## src/hw/mem_data_pkg.sv

```systemverilog
/*
  Shared widths, control bit positions and types for the memory data
  and parity transceiver: byte, bus and memory word vectors, the lane
  memory struct, the control bundle and the lane error vector
*/
`default_nettype none

package mem_data_pkg;

  // Word geometry
  localparam int NUM_LANES     = 2;              // Bytes per word
  localparam int LANE_BITS     = 8;              // Data bits per byte
  localparam int MEM_LANE_BITS = LANE_BITS + 1;  // Byte plus its parity bit

  // Control register bit positions on the local bus
  localparam int CTRL_DISABLE_BIT = 0;  // Parity check disable
  localparam int CTRL_CLEAR_BIT   = 1;  // Error clear request

  typedef logic [LANE_BITS-1:0]               lane_byte_t;  // One data byte
  typedef logic [NUM_LANES*LANE_BITS-1:0]     bus_word_t;   // CPU local bus word
  typedef logic [NUM_LANES*MEM_LANE_BITS-1:0] mem_word_t;   // Memory word with parity

  // Memory side of one lane, parity on top
  typedef struct packed {
    logic       parity;  // Odd parity over the byte
    lane_byte_t data;
  } lane_mem_t;

  // Decoded strobes shared by the lanes and the collector
  typedef struct packed {
    logic mem_drive;     // Drive the memory data bus
    logic bus_drive;     // Drive the CPU local bus
    logic capture;       // Read capture strobe
    logic check_enable;  // Parity checking active
    logic clear_errors;  // One cycle error clear
  } lane_ctrl_t;

  // One sticky error per lane, bit 0 is the low byte
  typedef logic [NUM_LANES-1:0] lane_err_t;

endpackage : mem_data_pkg

`default_nettype wire

```

## src/hw/parity_control.sv

```systemverilog
/*
  Parity control register and strobe decoder
  Holds the check disable bit and the registered error clear pulse,
  both loaded by I/O expansion writes, and decodes the bus drive
  enables, the read capture strobe and the check enable
*/
`timescale 1ns/1ps
`default_nettype none

module parity_control
  import mem_data_pkg::*;
(
  input  wire        clock,
  input  wire        reset,
  input  wire        mem_write,       // Memory write cycle
  input  wire        iox_enable,      // I/O expansion access
  input  wire        ecc_request,     // ECC owns this read
  input  wire        cpu_grant_read,  // CPU granted the read data
  input  wire        read_strobe,     // Memory read data valid
  input  bus_word_t  bus_data_in,     // Local bus, control data on writes
  output lane_ctrl_t ctrl
);

  logic ctrl_write;     // Control register write cycle
  logic disable_q;      // Stored parity check disable
  logic clear_q;        // Registered clear pulse
  logic clear_request;  // Clear bit set on a control write

  // IOX write reaches the control register, not memory
  assign ctrl_write    = iox_enable & mem_write;
  assign clear_request = ctrl_write & bus_data_in[CTRL_CLEAR_BIT];

  // Disable bit, rewritten by every control write
  always_ff @(posedge clock) begin
    if (reset) begin
      disable_q <= 1'b0;  // Checking on after reset
    end else if (ctrl_write) begin
      disable_q <= bus_data_in[CTRL_DISABLE_BIT];
    end
  end

  // Clear pulse lasts exactly one cycle after the write
  always_ff @(posedge clock) begin
    if (reset) begin
      clear_q <= 1'b0;
    end else begin
      clear_q <= clear_request;  // Drops again unless another write follows
    end
  end

  // Drive and capture decode
  always_comb begin
    ctrl.mem_drive    = mem_write & ~iox_enable;     // Plain memory write only
    ctrl.bus_drive    = cpu_grant_read & ~mem_write; // Read data to CPU
    ctrl.capture      = read_strobe & ~mem_write;    // No capture on writes
    // Suppressed by the disable bit or an ECC read
    ctrl.check_enable = ~disable_q & ~ecc_request;
    ctrl.clear_errors = clear_q;
  end

endmodule : parity_control

`default_nettype wire

```

## src/hw/parity_lane.sv

```systemverilog
/*
  One byte lane of the transceiver
  Write side generates odd parity for the outgoing byte, read side
  captures the memory byte and checks its parity into a sticky error
*/
`timescale 1ns/1ps
`default_nettype none

module parity_lane
  import mem_data_pkg::*;
(
  input  wire        clock,
  input  wire        reset,
  input  lane_ctrl_t ctrl,          // Decoded strobes
  input  lane_byte_t bus_byte,      // Byte from the local bus
  input  lane_mem_t  mem_lane,      // Byte and parity from memory
  output lane_byte_t bus_byte_out,  // Captured read byte
  output lane_mem_t  mem_lane_out,  // Byte and parity to memory
  output logic       lane_error     // Sticky parity error
);

  lane_byte_t captured_q;  // Read capture register
  logic       read_ones;   // XOR of all nine read bits
  logic       parity_bad;  // Even count of ones seen
  logic       error_q;

  // Write path, purely combinational
  // Parity bit makes the nine bits odd
  always_comb begin
    mem_lane_out.data   = bus_byte;
    mem_lane_out.parity = ~(^bus_byte);
  end

  // Odd parity expected, so a zero XOR is a failure
  assign read_ones  = ^{mem_lane.parity, mem_lane.data};
  assign parity_bad = ~read_ones;

  // Read capture, newest strobe simply overwrites
  always_ff @(posedge clock) begin
    if (reset) begin
      captured_q <= '0;
    end else if (ctrl.capture) begin
      captured_q <= mem_lane.data;
    end
  end

  assign bus_byte_out = captured_q;  // Shown from the cycle after the strobe

  // Sticky lane error
  // Checked on the capture edge itself
  // A set in the clear cycle wins over the clear
  always_ff @(posedge clock) begin
    if (reset) begin
      error_q <= 1'b0;
    end else if (ctrl.capture && ctrl.check_enable && parity_bad) begin
      error_q <= 1'b1;
    end else if (ctrl.clear_errors) begin
      error_q <= 1'b0;
    end
  end

  assign lane_error = error_q;

endmodule : parity_lane

`default_nettype wire

```

## src/hw/error_collector.sv

```systemverilog
/*
  Parity error collector
  Names the low and high byte errors, forms the local error and keeps
  the sticky local parity error and the parity LED flag
*/
`timescale 1ns/1ps
`default_nettype none

module error_collector
  import mem_data_pkg::*;
(
  input  wire        clock,
  input  wire        reset,
  input  lane_ctrl_t ctrl,                // Check enable and error clear
  input  lane_err_t  errors,              // Sticky lane errors
  output logic       lo_error,            // Low byte error
  output logic       hi_error,            // High byte error
  output logic       local_error,         // Either byte failed
  output logic       local_parity_error,  // Sticky, cleared by error clear
  output logic       parity_led           // Sticky, survives error clear
);

  logic lperr_q;
  logic led_q;

  // Lane 0 is the low byte, lane 1 the high byte
  assign lo_error    = errors[0];
  assign hi_error    = errors[1];
  assign local_error = |errors;

  // Local parity error, one cycle behind local_error
  // Clear takes priority, lane errors are still up in the clear cycle
  always_ff @(posedge clock) begin
    if (reset) begin
      lperr_q <= 1'b0;
    end else if (ctrl.clear_errors) begin
      lperr_q <= 1'b0;
    end else if (local_error) begin
      lperr_q <= 1'b1;
    end
  end

  // LED flag ignores the error clear
  // Dropped once checking is switched off
  always_ff @(posedge clock) begin
    if (reset) begin
      led_q <= 1'b0;
    end else if (!ctrl.check_enable) begin
      led_q <= 1'b0;  // Parity disabled
    end else if (local_error) begin
      led_q <= 1'b1;
    end
  end

  assign local_parity_error = lperr_q;
  assign parity_led         = led_q;

endmodule : error_collector

`default_nettype wire

```

## src/hw/mem_data_path.sv

```systemverilog
/*
  Memory data and parity transceiver, top level
  Control decoder, one parity lane per byte and the error collector
*/
`timescale 1ns/1ps
`default_nettype none

module mem_data_path
  import mem_data_pkg::*;
(
  input  wire       clock,
  input  wire       reset,
  input  wire       mem_write,           // Memory write cycle
  input  wire       iox_enable,          // I/O expansion access
  input  wire       ecc_request,         // ECC owns this read
  input  wire       cpu_grant_read,      // CPU granted the read data
  input  wire       read_strobe,         // Memory read data valid
  input  bus_word_t bus_data_in,         // From the CPU local bus
  input  mem_word_t mem_data_in,         // From the memory data bus
  output bus_word_t bus_data_out,        // Captured read word
  output logic      bus_drive,           // Local bus drive enable
  output mem_word_t mem_data_out,        // Write word with parity
  output logic      mem_drive,           // Memory bus drive enable
  output logic      lo_error,
  output logic      hi_error,
  output logic      local_error,
  output logic      local_parity_error,
  output logic      parity_led
);

  lane_ctrl_t ctrl;    // Decoded strobes to lanes and collector
  lane_err_t  errors;  // One sticky error per lane

  parity_control u_control (
    .clock          (clock),
    .reset          (reset),
    .mem_write      (mem_write),
    .iox_enable     (iox_enable),
    .ecc_request    (ecc_request),
    .cpu_grant_read (cpu_grant_read),
    .read_strobe    (read_strobe),
    .bus_data_in    (bus_data_in),
    .ctrl           (ctrl)
  );

  assign mem_drive = ctrl.mem_drive;
  assign bus_drive = ctrl.bus_drive;

  // Byte lanes, lane i owns bus byte i and memory bits 9i+8..9i
  for (genvar i = 0; i < NUM_LANES; i++) begin : g_lane
    parity_lane u_lane (
      .clock        (clock),
      .reset        (reset),
      .ctrl         (ctrl),
      .bus_byte     (bus_data_in[i*LANE_BITS +: LANE_BITS]),
      .mem_lane     (lane_mem_t'(mem_data_in[i*MEM_LANE_BITS +: MEM_LANE_BITS])),
      .bus_byte_out (bus_data_out[i*LANE_BITS +: LANE_BITS]),
      .mem_lane_out (mem_data_out[i*MEM_LANE_BITS +: MEM_LANE_BITS]),
      .lane_error   (errors[i])
    );
  end

  error_collector u_collector (
    .clock              (clock),
    .reset              (reset),
    .ctrl               (ctrl),
    .errors             (errors),
    .lo_error           (lo_error),
    .hi_error           (hi_error),
    .local_error        (local_error),
    .local_parity_error (local_parity_error),
    .parity_led         (parity_led)
  );

endmodule : mem_data_path

`default_nettype wire

```

## config.mk

```make
export PLATFORM = sky130hd
export DESIGN_NAME = mem_data_path
export DESIGN_NICKNAME = d
export VERILOG_FILES = /design/src/hw/mem_data_pkg.sv /design/src/hw/parity_control.sv /design/src/hw/parity_lane.sv /design/src/hw/error_collector.sv /design/src/hw/mem_data_path.sv
export SDC_FILE = /design/constraint.sdc
export NUM_CORES = 1
export LEC_CHECK = 0
export BUFFER_PORTS_ARGS = -buffer_cell sky130_fd_sc_hd__clkbuf_2
export CELL_PAD_IN_SITES_DETAIL_PLACEMENT = 1
export CELL_PAD_IN_SITES_GLOBAL_PLACEMENT = 1
export CORE_MARGIN = 5
export CORE_UTILIZATION = 32
export CTS_CLUSTER_SIZE = 25
export DETAILED_ROUTE_END_ITERATION = 10
export PLACE_DENSITY = 0.9
export SYNTH_ARGS = -nofsm -noshare
export SYNTH_HDL_FRONTEND = slang
export SYNTH_HIERARCHICAL = 1
export SYNTH_SLANG_ARGS = --single-unit
export TNS_END_PERCENT = 30
```

## constraint.sdc

```tcl
create_clock -name clock -period 2 [get_ports clock]
set_input_delay 0.6 -clock clock [delete_from_list [all_inputs] [get_ports clock]]
set_output_delay 0.6 -clock clock [all_outputs]
set_load 0.1 [all_outputs]
```

Word-level counts from Yosys, hierarchy flattened
Index checks and enable logic that the tools add are counted. W data, S select, Z words.

Bits in registers: 22. Logic and storage cells: 38.

Mux-type cells: 3. Bitwise operators: 15. Reduce and logical (&&, ||, !) cells: 12.

Operators by type and width (count): $reduce_xor A9 Y1 (2); $reduce_xor A8 Y1 (2); $not A1 Y1 (9); $and A1 B1 Y1 (6); $reduce_or A2 Y1 (3); $reduce_bool A2 Y1 (2); $logic_and A1 B1 Y1 (3); $mux W1 (3).

Longest topological paths before layout
Gate-level depths: netlist of the first run.

Depth after elaboration: 5. Gate-level depth with buffers: 4.

Modules after synthesis
The synthesis of the first run kept the hierarchy.

Modules (own cells, without submodules): parity_lane (instances 2, cells each 53, area each 526.8 um2, sequential area each 180.2 um2); parity_control (instances 1, cells each 11, area each 107.6 um2, sequential area each 40.0 um2); error_collector (instances 1, cells each 9, area each 93.8 um2, sequential area each 40.0 um2).

Worst setup path before layout of the first run
No wires, ideal clock.

Path type: input to output. From: input bus_data_in[11]. To: output mem_data_out[17]. Data arrival time: 2.448 ns. Required time: 1.400 ns. Setup slack: -1.048 ns. Cell stages on the path: 3. Path buffers: 0. Cells stage by stage: xnor2_1 > xnor2_1 > xnor2_1.

Longest elaborated chain between the ends: 2.

Ends and longest elaborated chain: from (decl) (line mem_data_path.sv:18) `input bus_word_t bus_data_in,`; $reduce_xor A8 Y1 (line parity_lane.sv:31) `mem_lane_out.parity = ~(^bus_byte);`; $not A1 Y1 (line parity_lane.sv:31); to (decl) (line mem_data_path.sv:22) `output mem_word_t mem_data_out,`.

No other way between the ends.

Worst setup path after layout of the first run
From: input bus_data_in[0]. To: output mem_data_out[8].

Same word-level chain as after synthesis.

==> results of run 1 <==
per-stage QoR:
step | cells | setup WS, ns
after floorplan | 126 | -0.1182
after global placement | 246 | -0.1139
final | 250 | -0.07745
after global routing | 250 | -0.09083
after detailed placement | 246 | -0.2037
after CTS | 249 | -0.09961
cell usage after synthesis:
library cell / count
dfxtp_1: 22
xnor2_1: 22
buf_4: 19
nor2_1: 19
mux2i_1: 16
nand2_1: 4
and2b_1: 3
buf_1: 2
buf_2: 2
nor3_1: 2
o31ai_2: 2
xnor2_2: 2
xnor3_1: 2
xor2_1: 2
a21bo_1: 1
a21oi_2: 1
and4b_1: 1
nand3_1: 1
nor3_2: 1
nor3b_2: 1
or2_1: 1
flip-flops by register name, indices dropped and copies added, names as in the netlist:
| signal | cells |
|---|---|
| u_control/clear_q | 1 |
| u_collector/local_parity_error | 1 |
| u_control/disable_q | 1 |
| g_lane.u_lane/lane_error | 2 |
| u_collector/parity_led | 1 |
| g_lane.u_lane/bus_byte_out | 16 |
layer usage:
| layer | GRT usage | wire, um | up-vias |
|---|---|---|---|
| li1 | - | - | 543 |
| met2 | 0.3557 | 2621 | 41 |
| met5 | 0 | 0 | - |
| met4 | 0.01844 | 10 | 0 |
| met3 | 0.04132 | 255 | 2 |
| met1 | 0.1627 | 1434 | 514 |
cell type report:
cell class / instances / area [um^2]
timing repair buffer: 96 / 935.9
fill: 390 / 1371
clock buffer: 3 / 41.29
sequential: 22 / 440.4
tap: 48 / 60.06
multi-input combinational: 81 / 894.6
cells by family (layout without fill, tap and decap cells):
family | after synthesis | count (layout) | share of synthesized area
xor+xnor | 28 | 28 | 0.2293
flops | 22 | 22 | 0.3509
buf+inv | 23 | 99 | 0.1276
compound gates | 4 | 4 | 0.03489
simple gates | 33 | 33 | 0.1296
mux | 16 | 16 | 0.1276
worst max-delay path: cells and delay by family:
family	cells	cell delay, ns
XOR/XNOR	3	0.56
buffers and inverters	2	0.30
timing repair:
action | 4_1_cts | 5_1_grt
buffers inserted | 0 | 1
hold buffers | 0 | 0
endpoints found under the setup margin | 2 | 2
gates resized for setup | 18 | 21
hold endpoints to repair | 0 | 0
pin swaps | 9 | 12
worst paths after layout:
check             slack (ns)  cells after the start                                          end
setup / recovery       -0.08                      5                              mem_data_out[8]
hold / removal          0.49                      1  u_collector/local_parity_error$_SDFFE_PP0P_
setup reg to reg        1.04                      3     g_lane[1].u_lane/lane_error$_SDFFE_PP0P_
hold reg to reg         0.49                      1  u_collector/local_parity_error$_SDFFE_PP0P_
power breakdown:
part	internal (mW)	switching, mW
clock network	0.134	0.137
logic	0.406	0.669
registers	0.462	0.0161
==> impl_metrics.json, run 1 <==
{
  "layout_common_cells": "48 x clkbuf_2, 22 x dfxtp_1, 20 x buf_12",
  "clockBufferDepth": 2,
  "ys_ff_latch": 22,
  "netlist_area_um2": 1255,
  "start_util": 0.3352,
  "finalCritPeriodShare": 1.039,
  "violations": "setup timing",
  "cp_slowest_cell": "xnor2_4",
  "first_global_vias": 1319,
  "cp_max_fo": 2,
  "vias": 1100,
  "path_cells": "buf_8, xnor2_4, xnor2_4, xnor2_4, buf_12",
  "core_area_um2": 3744,
  "worst_slack_ns": -0.07745,
  "hold_slack_ns": 0.4867,
  "rows": 22,
  "p_leak_nw": 1.103,
  "clock_sinks": 22,
  "finalSetupViolCount": 2,
  "avgSynthCellArea_um2": 9.960,
  "post-dp-hpwl_mm": 3.449,
  "cts_tree": "done",
  "worst_pin_slew_ns": 0.5634,
  "drv_slew": 0,
  "power_density_nw_per_um2": 769.0,
  "vdd.ir_drop.worst_mv": 0.4395,
  "synth_top_area_share": 0.3509,
  "finalPower_mw": 1.824,
  "gp_congestion": 0.7209,
  "critical-path-top-cell-by-count": "xnor2_4",
  "required_ns": 1.40,
  "dr.pass1.iters": 2,
  "fin_skew_ns": 0.001996,
  "hold_viol": 0,
  "rsz0062_at_grt": "yes",
  "antenna_found_initial": 0,
  "crit_start": "bus_data_in[0]",
  "fin_area_um2": 2372,
  "vias_per_cell": 4.400,
  "fin_tns_setup_ns": -0.1412,
  "htreeDepth": 1,
  "start_kind": "input pin",
  "nets": 245,
  "antenna_cells": 0,
  "fmax_ghz": 0.4814,
  "grt_first_pass_wirelength_mm": 6.637,
  "die_w_um": 72.63,
  "clock_latency_ns": 0.26,
  "dpl_cell_area_um2": 2138,
  "wire_per_inst_um": 17.29,
  "first_iter_violations": 26,
  "syn_to_final_growth_pct": 89.03,
  "clockRootBuffer": "clkbuf_8",
  "drive_above_1_share": 0.5941,
  "hold_class": "flop to flop",
  "cp-end-kind": "output port",
  "drt.antenna.violating_nets": 0,
  "routed_wl_mm": 4.322,
  "fin_util": 0.6337,
  "synth_nets": 167,
  "drc_errors": 0,
  "grt_max_degree": 25,
  "synth_area_leaders": "dfxtp_1 35%, xnor2_1 15%, mux2i_1 13%",
  "io_pins": 82,
  "design.die.area_um2": 5274,
  "finalCriticalPeriod_ns": 2.077,
  "cts_made_buffers": 3,
  "fp.dieH_um": 72.63,
  "overflow": 0,
  "ys_seq_area_frac": 0.3509,
  "relSlewSlack": 0.6260,
  "ys.warnings.count": 6,
  "yosysTopAreaCell": "dfxtp_1",
  "clk_pin_slew_ns": 0.08,
  "cp.arrival_ns": 1.48,
  "track_usage": 0.1679,
  "hp-start": "u_control/clear_q$_SDFF_PP0_",
  "synthCells": 126,
  "cpPeakStageDelay_ns": 0.25,
  "final_common_cell": "clkbuf_2",
  "drv_cap": 0,
  "ys_types": 21,
  "reg2reg_from": "u_control/disable_q$_SDFFE_PP0P_",
  "setup.worst_path.class": "input pin to output port",
  "status": "finished, violations left",
  "port_buffers": 81
}
No activity file was read; power rests on OpenSTA's default activity.
==> run 2: changes to the inputs <==
--- a/config.mk
+++ b/config.mk
@@ -13,6 +13,7 @@
 export CTS_CLUSTER_SIZE = 25
 export DETAILED_ROUTE_END_ITERATION = 10
 export PLACE_DENSITY = 0.9
+export SKIP_CTS_REPAIR_TIMING = 1
 export SYNTH_ARGS = -nofsm -noshare
 export SYNTH_HDL_FRONTEND = slang
 export SYNTH_HIERARCHICAL = 1
==> impl_metrics.json, run 2 (synthesis results as in run 1) <==
{
  "placed_cells": 246,
  "antenna_found_initial": 0,
  "timing.rr.end": "g_lane[1].u_lane/lane_error$_SDFFE_PP0P_",
  "finalPower_mw": 1.812,
  "final_common_cell": "clkbuf_2",
  "hp-start": "u_control/clear_q$_SDFF_PP0_",
  "finalCritPeriodShare": 1.045,
  "grt_use_met1": 0.1474,
  "overflow": 0,
  "track_usage": 0.1512,
  "first_global_vias": 1307,
  "path_cells": "buf_8, xnor2_4, xnor2_2, xnor2_4, buf_12",
  "relSlewSlack": 0.6283,
  "vias": 1129,
  "hold_class": "flop to flop",
  "clk_pin_slew_ns": 0.08,
  "drt.antenna.violating_nets": 0,
  "first_iter_violations": 12,
  "reg2reg_from": "u_control/disable_q$_SDFFE_PP0P_",
  "cp.arrival_ns": 1.49,
  "vias_per_cell": 4.534,
  "min_to": "u_collector/local_parity_error$_SDFFE_PP0P_",
  "rows": 22,
  "fin_cells": 249,
  "drv_cap": 0,
  "violations": "setup timing",
  "fin_skew_ns": 0.0006286,
  "worst_pin_slew_ns": 0.5600,
  "cp_slowest_cell": "xnor2_2",
  "fp.dieH_um": 72.63,
  "cp-end-kind": "output port",
  "cts_tree": "done",
  "hold_viol": 0,
  "design.die.area_um2": 5274,
  "cpPeakStageDelay_ns": 0.28,
  "fmax_ghz": 0.4785,
  "grt_max_degree": 25,
  "drv_slew": 0,
  "syn_to_final_growth_pct": 84.35,
  "gp_congestion": 0.7209,
  "rrSetupSlack_ns": 1.06,
  "clock_latency_ns": 0.26,
  "post-dp-hpwl_mm": 3.449,
  "die_w_um": 72.63,
  "finalCriticalPeriod_ns": 2.090,
  "drc_errors": 0,
  "grt_first_pass_wirelength_mm": 6.113,
  "worst_slack_ns": -0.08988,
  "io_pins": 82,
  "nets": 244,
  "clockRootBuffer": "clkbuf_8",
  "hold_slack_ns": 0.4775,
  "clockBufferDepth": 2,
  "start_util": 0.3352,
  "setup.worst_path.class": "input pin to output port",
  "p_leak_nw": 1.079,
  "largest_reg_flops": 16,
  "met2_usage": 0.3156,
  "clock_sinks": 22,
  "finalSetupViolCount": 2,
  "dpl_cell_area_um2": 2138,
  "cp_max_fo": 2,
  "routed_wl_mm": 4.284,
  "busiest_layer": "met2",
  "power_density_nw_per_um2": 783.1,
  "dr.pass1.iters": 2,
  "pre_cts_ws_ns": -0.2037,
  "fin_tns_setup_ns": -0.1479,
  "whs_path_depth": 1,
  "wire_per_inst_um": 17.20,
  "htreeDepth": 1,
  "vdd.ir_drop.worst_mv": 0.4741,
  "rsz0062_at_grt": "yes",
  "layout_common_cells": "49 x clkbuf_2, 22 x dfxtp_1, 20 x buf_12",
  "cts_made_buffers": 3,
  "required_ns": 1.40,
  "start_kind": "input pin",
  "status": "finished, violations left",
  "port_buffers": 81,
  "fin_util": 0.6180,
  "drive_above_1_share": 0.5920,
  "core_area_um2": 3744,
  "grt_util_met3": 0.04132,
  "antenna_cells": 0,
  "fin_area_um2": 2313,
  "critical-path-top-cell-by-count": "xnor2_4",
  "r2r_cells": 3
}
[run 2: cell count changes in the layout (fill, tap and decap cells not counted)]
cell       previous run  this run
buf_4                16        15
clkbuf_8              6         3
buf_2                 0         2
clkbuf_2             48        49
clkbuf_4              1         0
buf_6                 1         7
clkbuf_16             1         0
buf_8                 6         2
[run 2: worst max path at each step]
stage                         start                to  slack (ns)  cells after the start
finish              bus_data_in[14]  mem_data_out[17]       -0.09                      5
global route        bus_data_in[14]  mem_data_out[17]       -0.11                      5
CTS                  bus_data_in[5]   mem_data_out[8]       -0.21                      5
detailed placement   bus_data_in[5]   mem_data_out[8]       -0.20                      5
global placement     bus_data_in[5]   mem_data_out[8]       -0.11                      5
floorplan            bus_data_in[9]  mem_data_out[17]       -0.12                      3
[run 2: routing by layer]
| layer | share of wire | vias up |
|---|---|---|
| met3 | 0.059 | 2 |
| li1 | - | 541 |
| met4 | 0.0023 | 0 |
| met5 | 0 | - |
| met2 | 0.61 | 41 |
| met1 | 0.32 | 545 |
[run 2: final cells by class]
cell class                      instances  area, um^2
Timing Repair Buffer                   95       877.1
Multi-Input combinational cell         81       894.6
Clock buffer                            3       41.29
Tap cell                               48       60.06
Fill cell                             393        1430
Sequential cell                        22       440.4
[run 2: power breakdown]
part,switching (mW),leakage [nW],internal (mW)
combinational,0.670,0.877,0.395
sequential,0.0162,0.180,0.462
clock,0.135,0.0216,0.134
[run 2: worst max-delay path: cells and delay by family]
| kind | cells | cell delay, ns |
|---|---|---|
| XOR/XNOR | 3 | 0.58 |
| buffers and inverters | 2 | 0.30 |
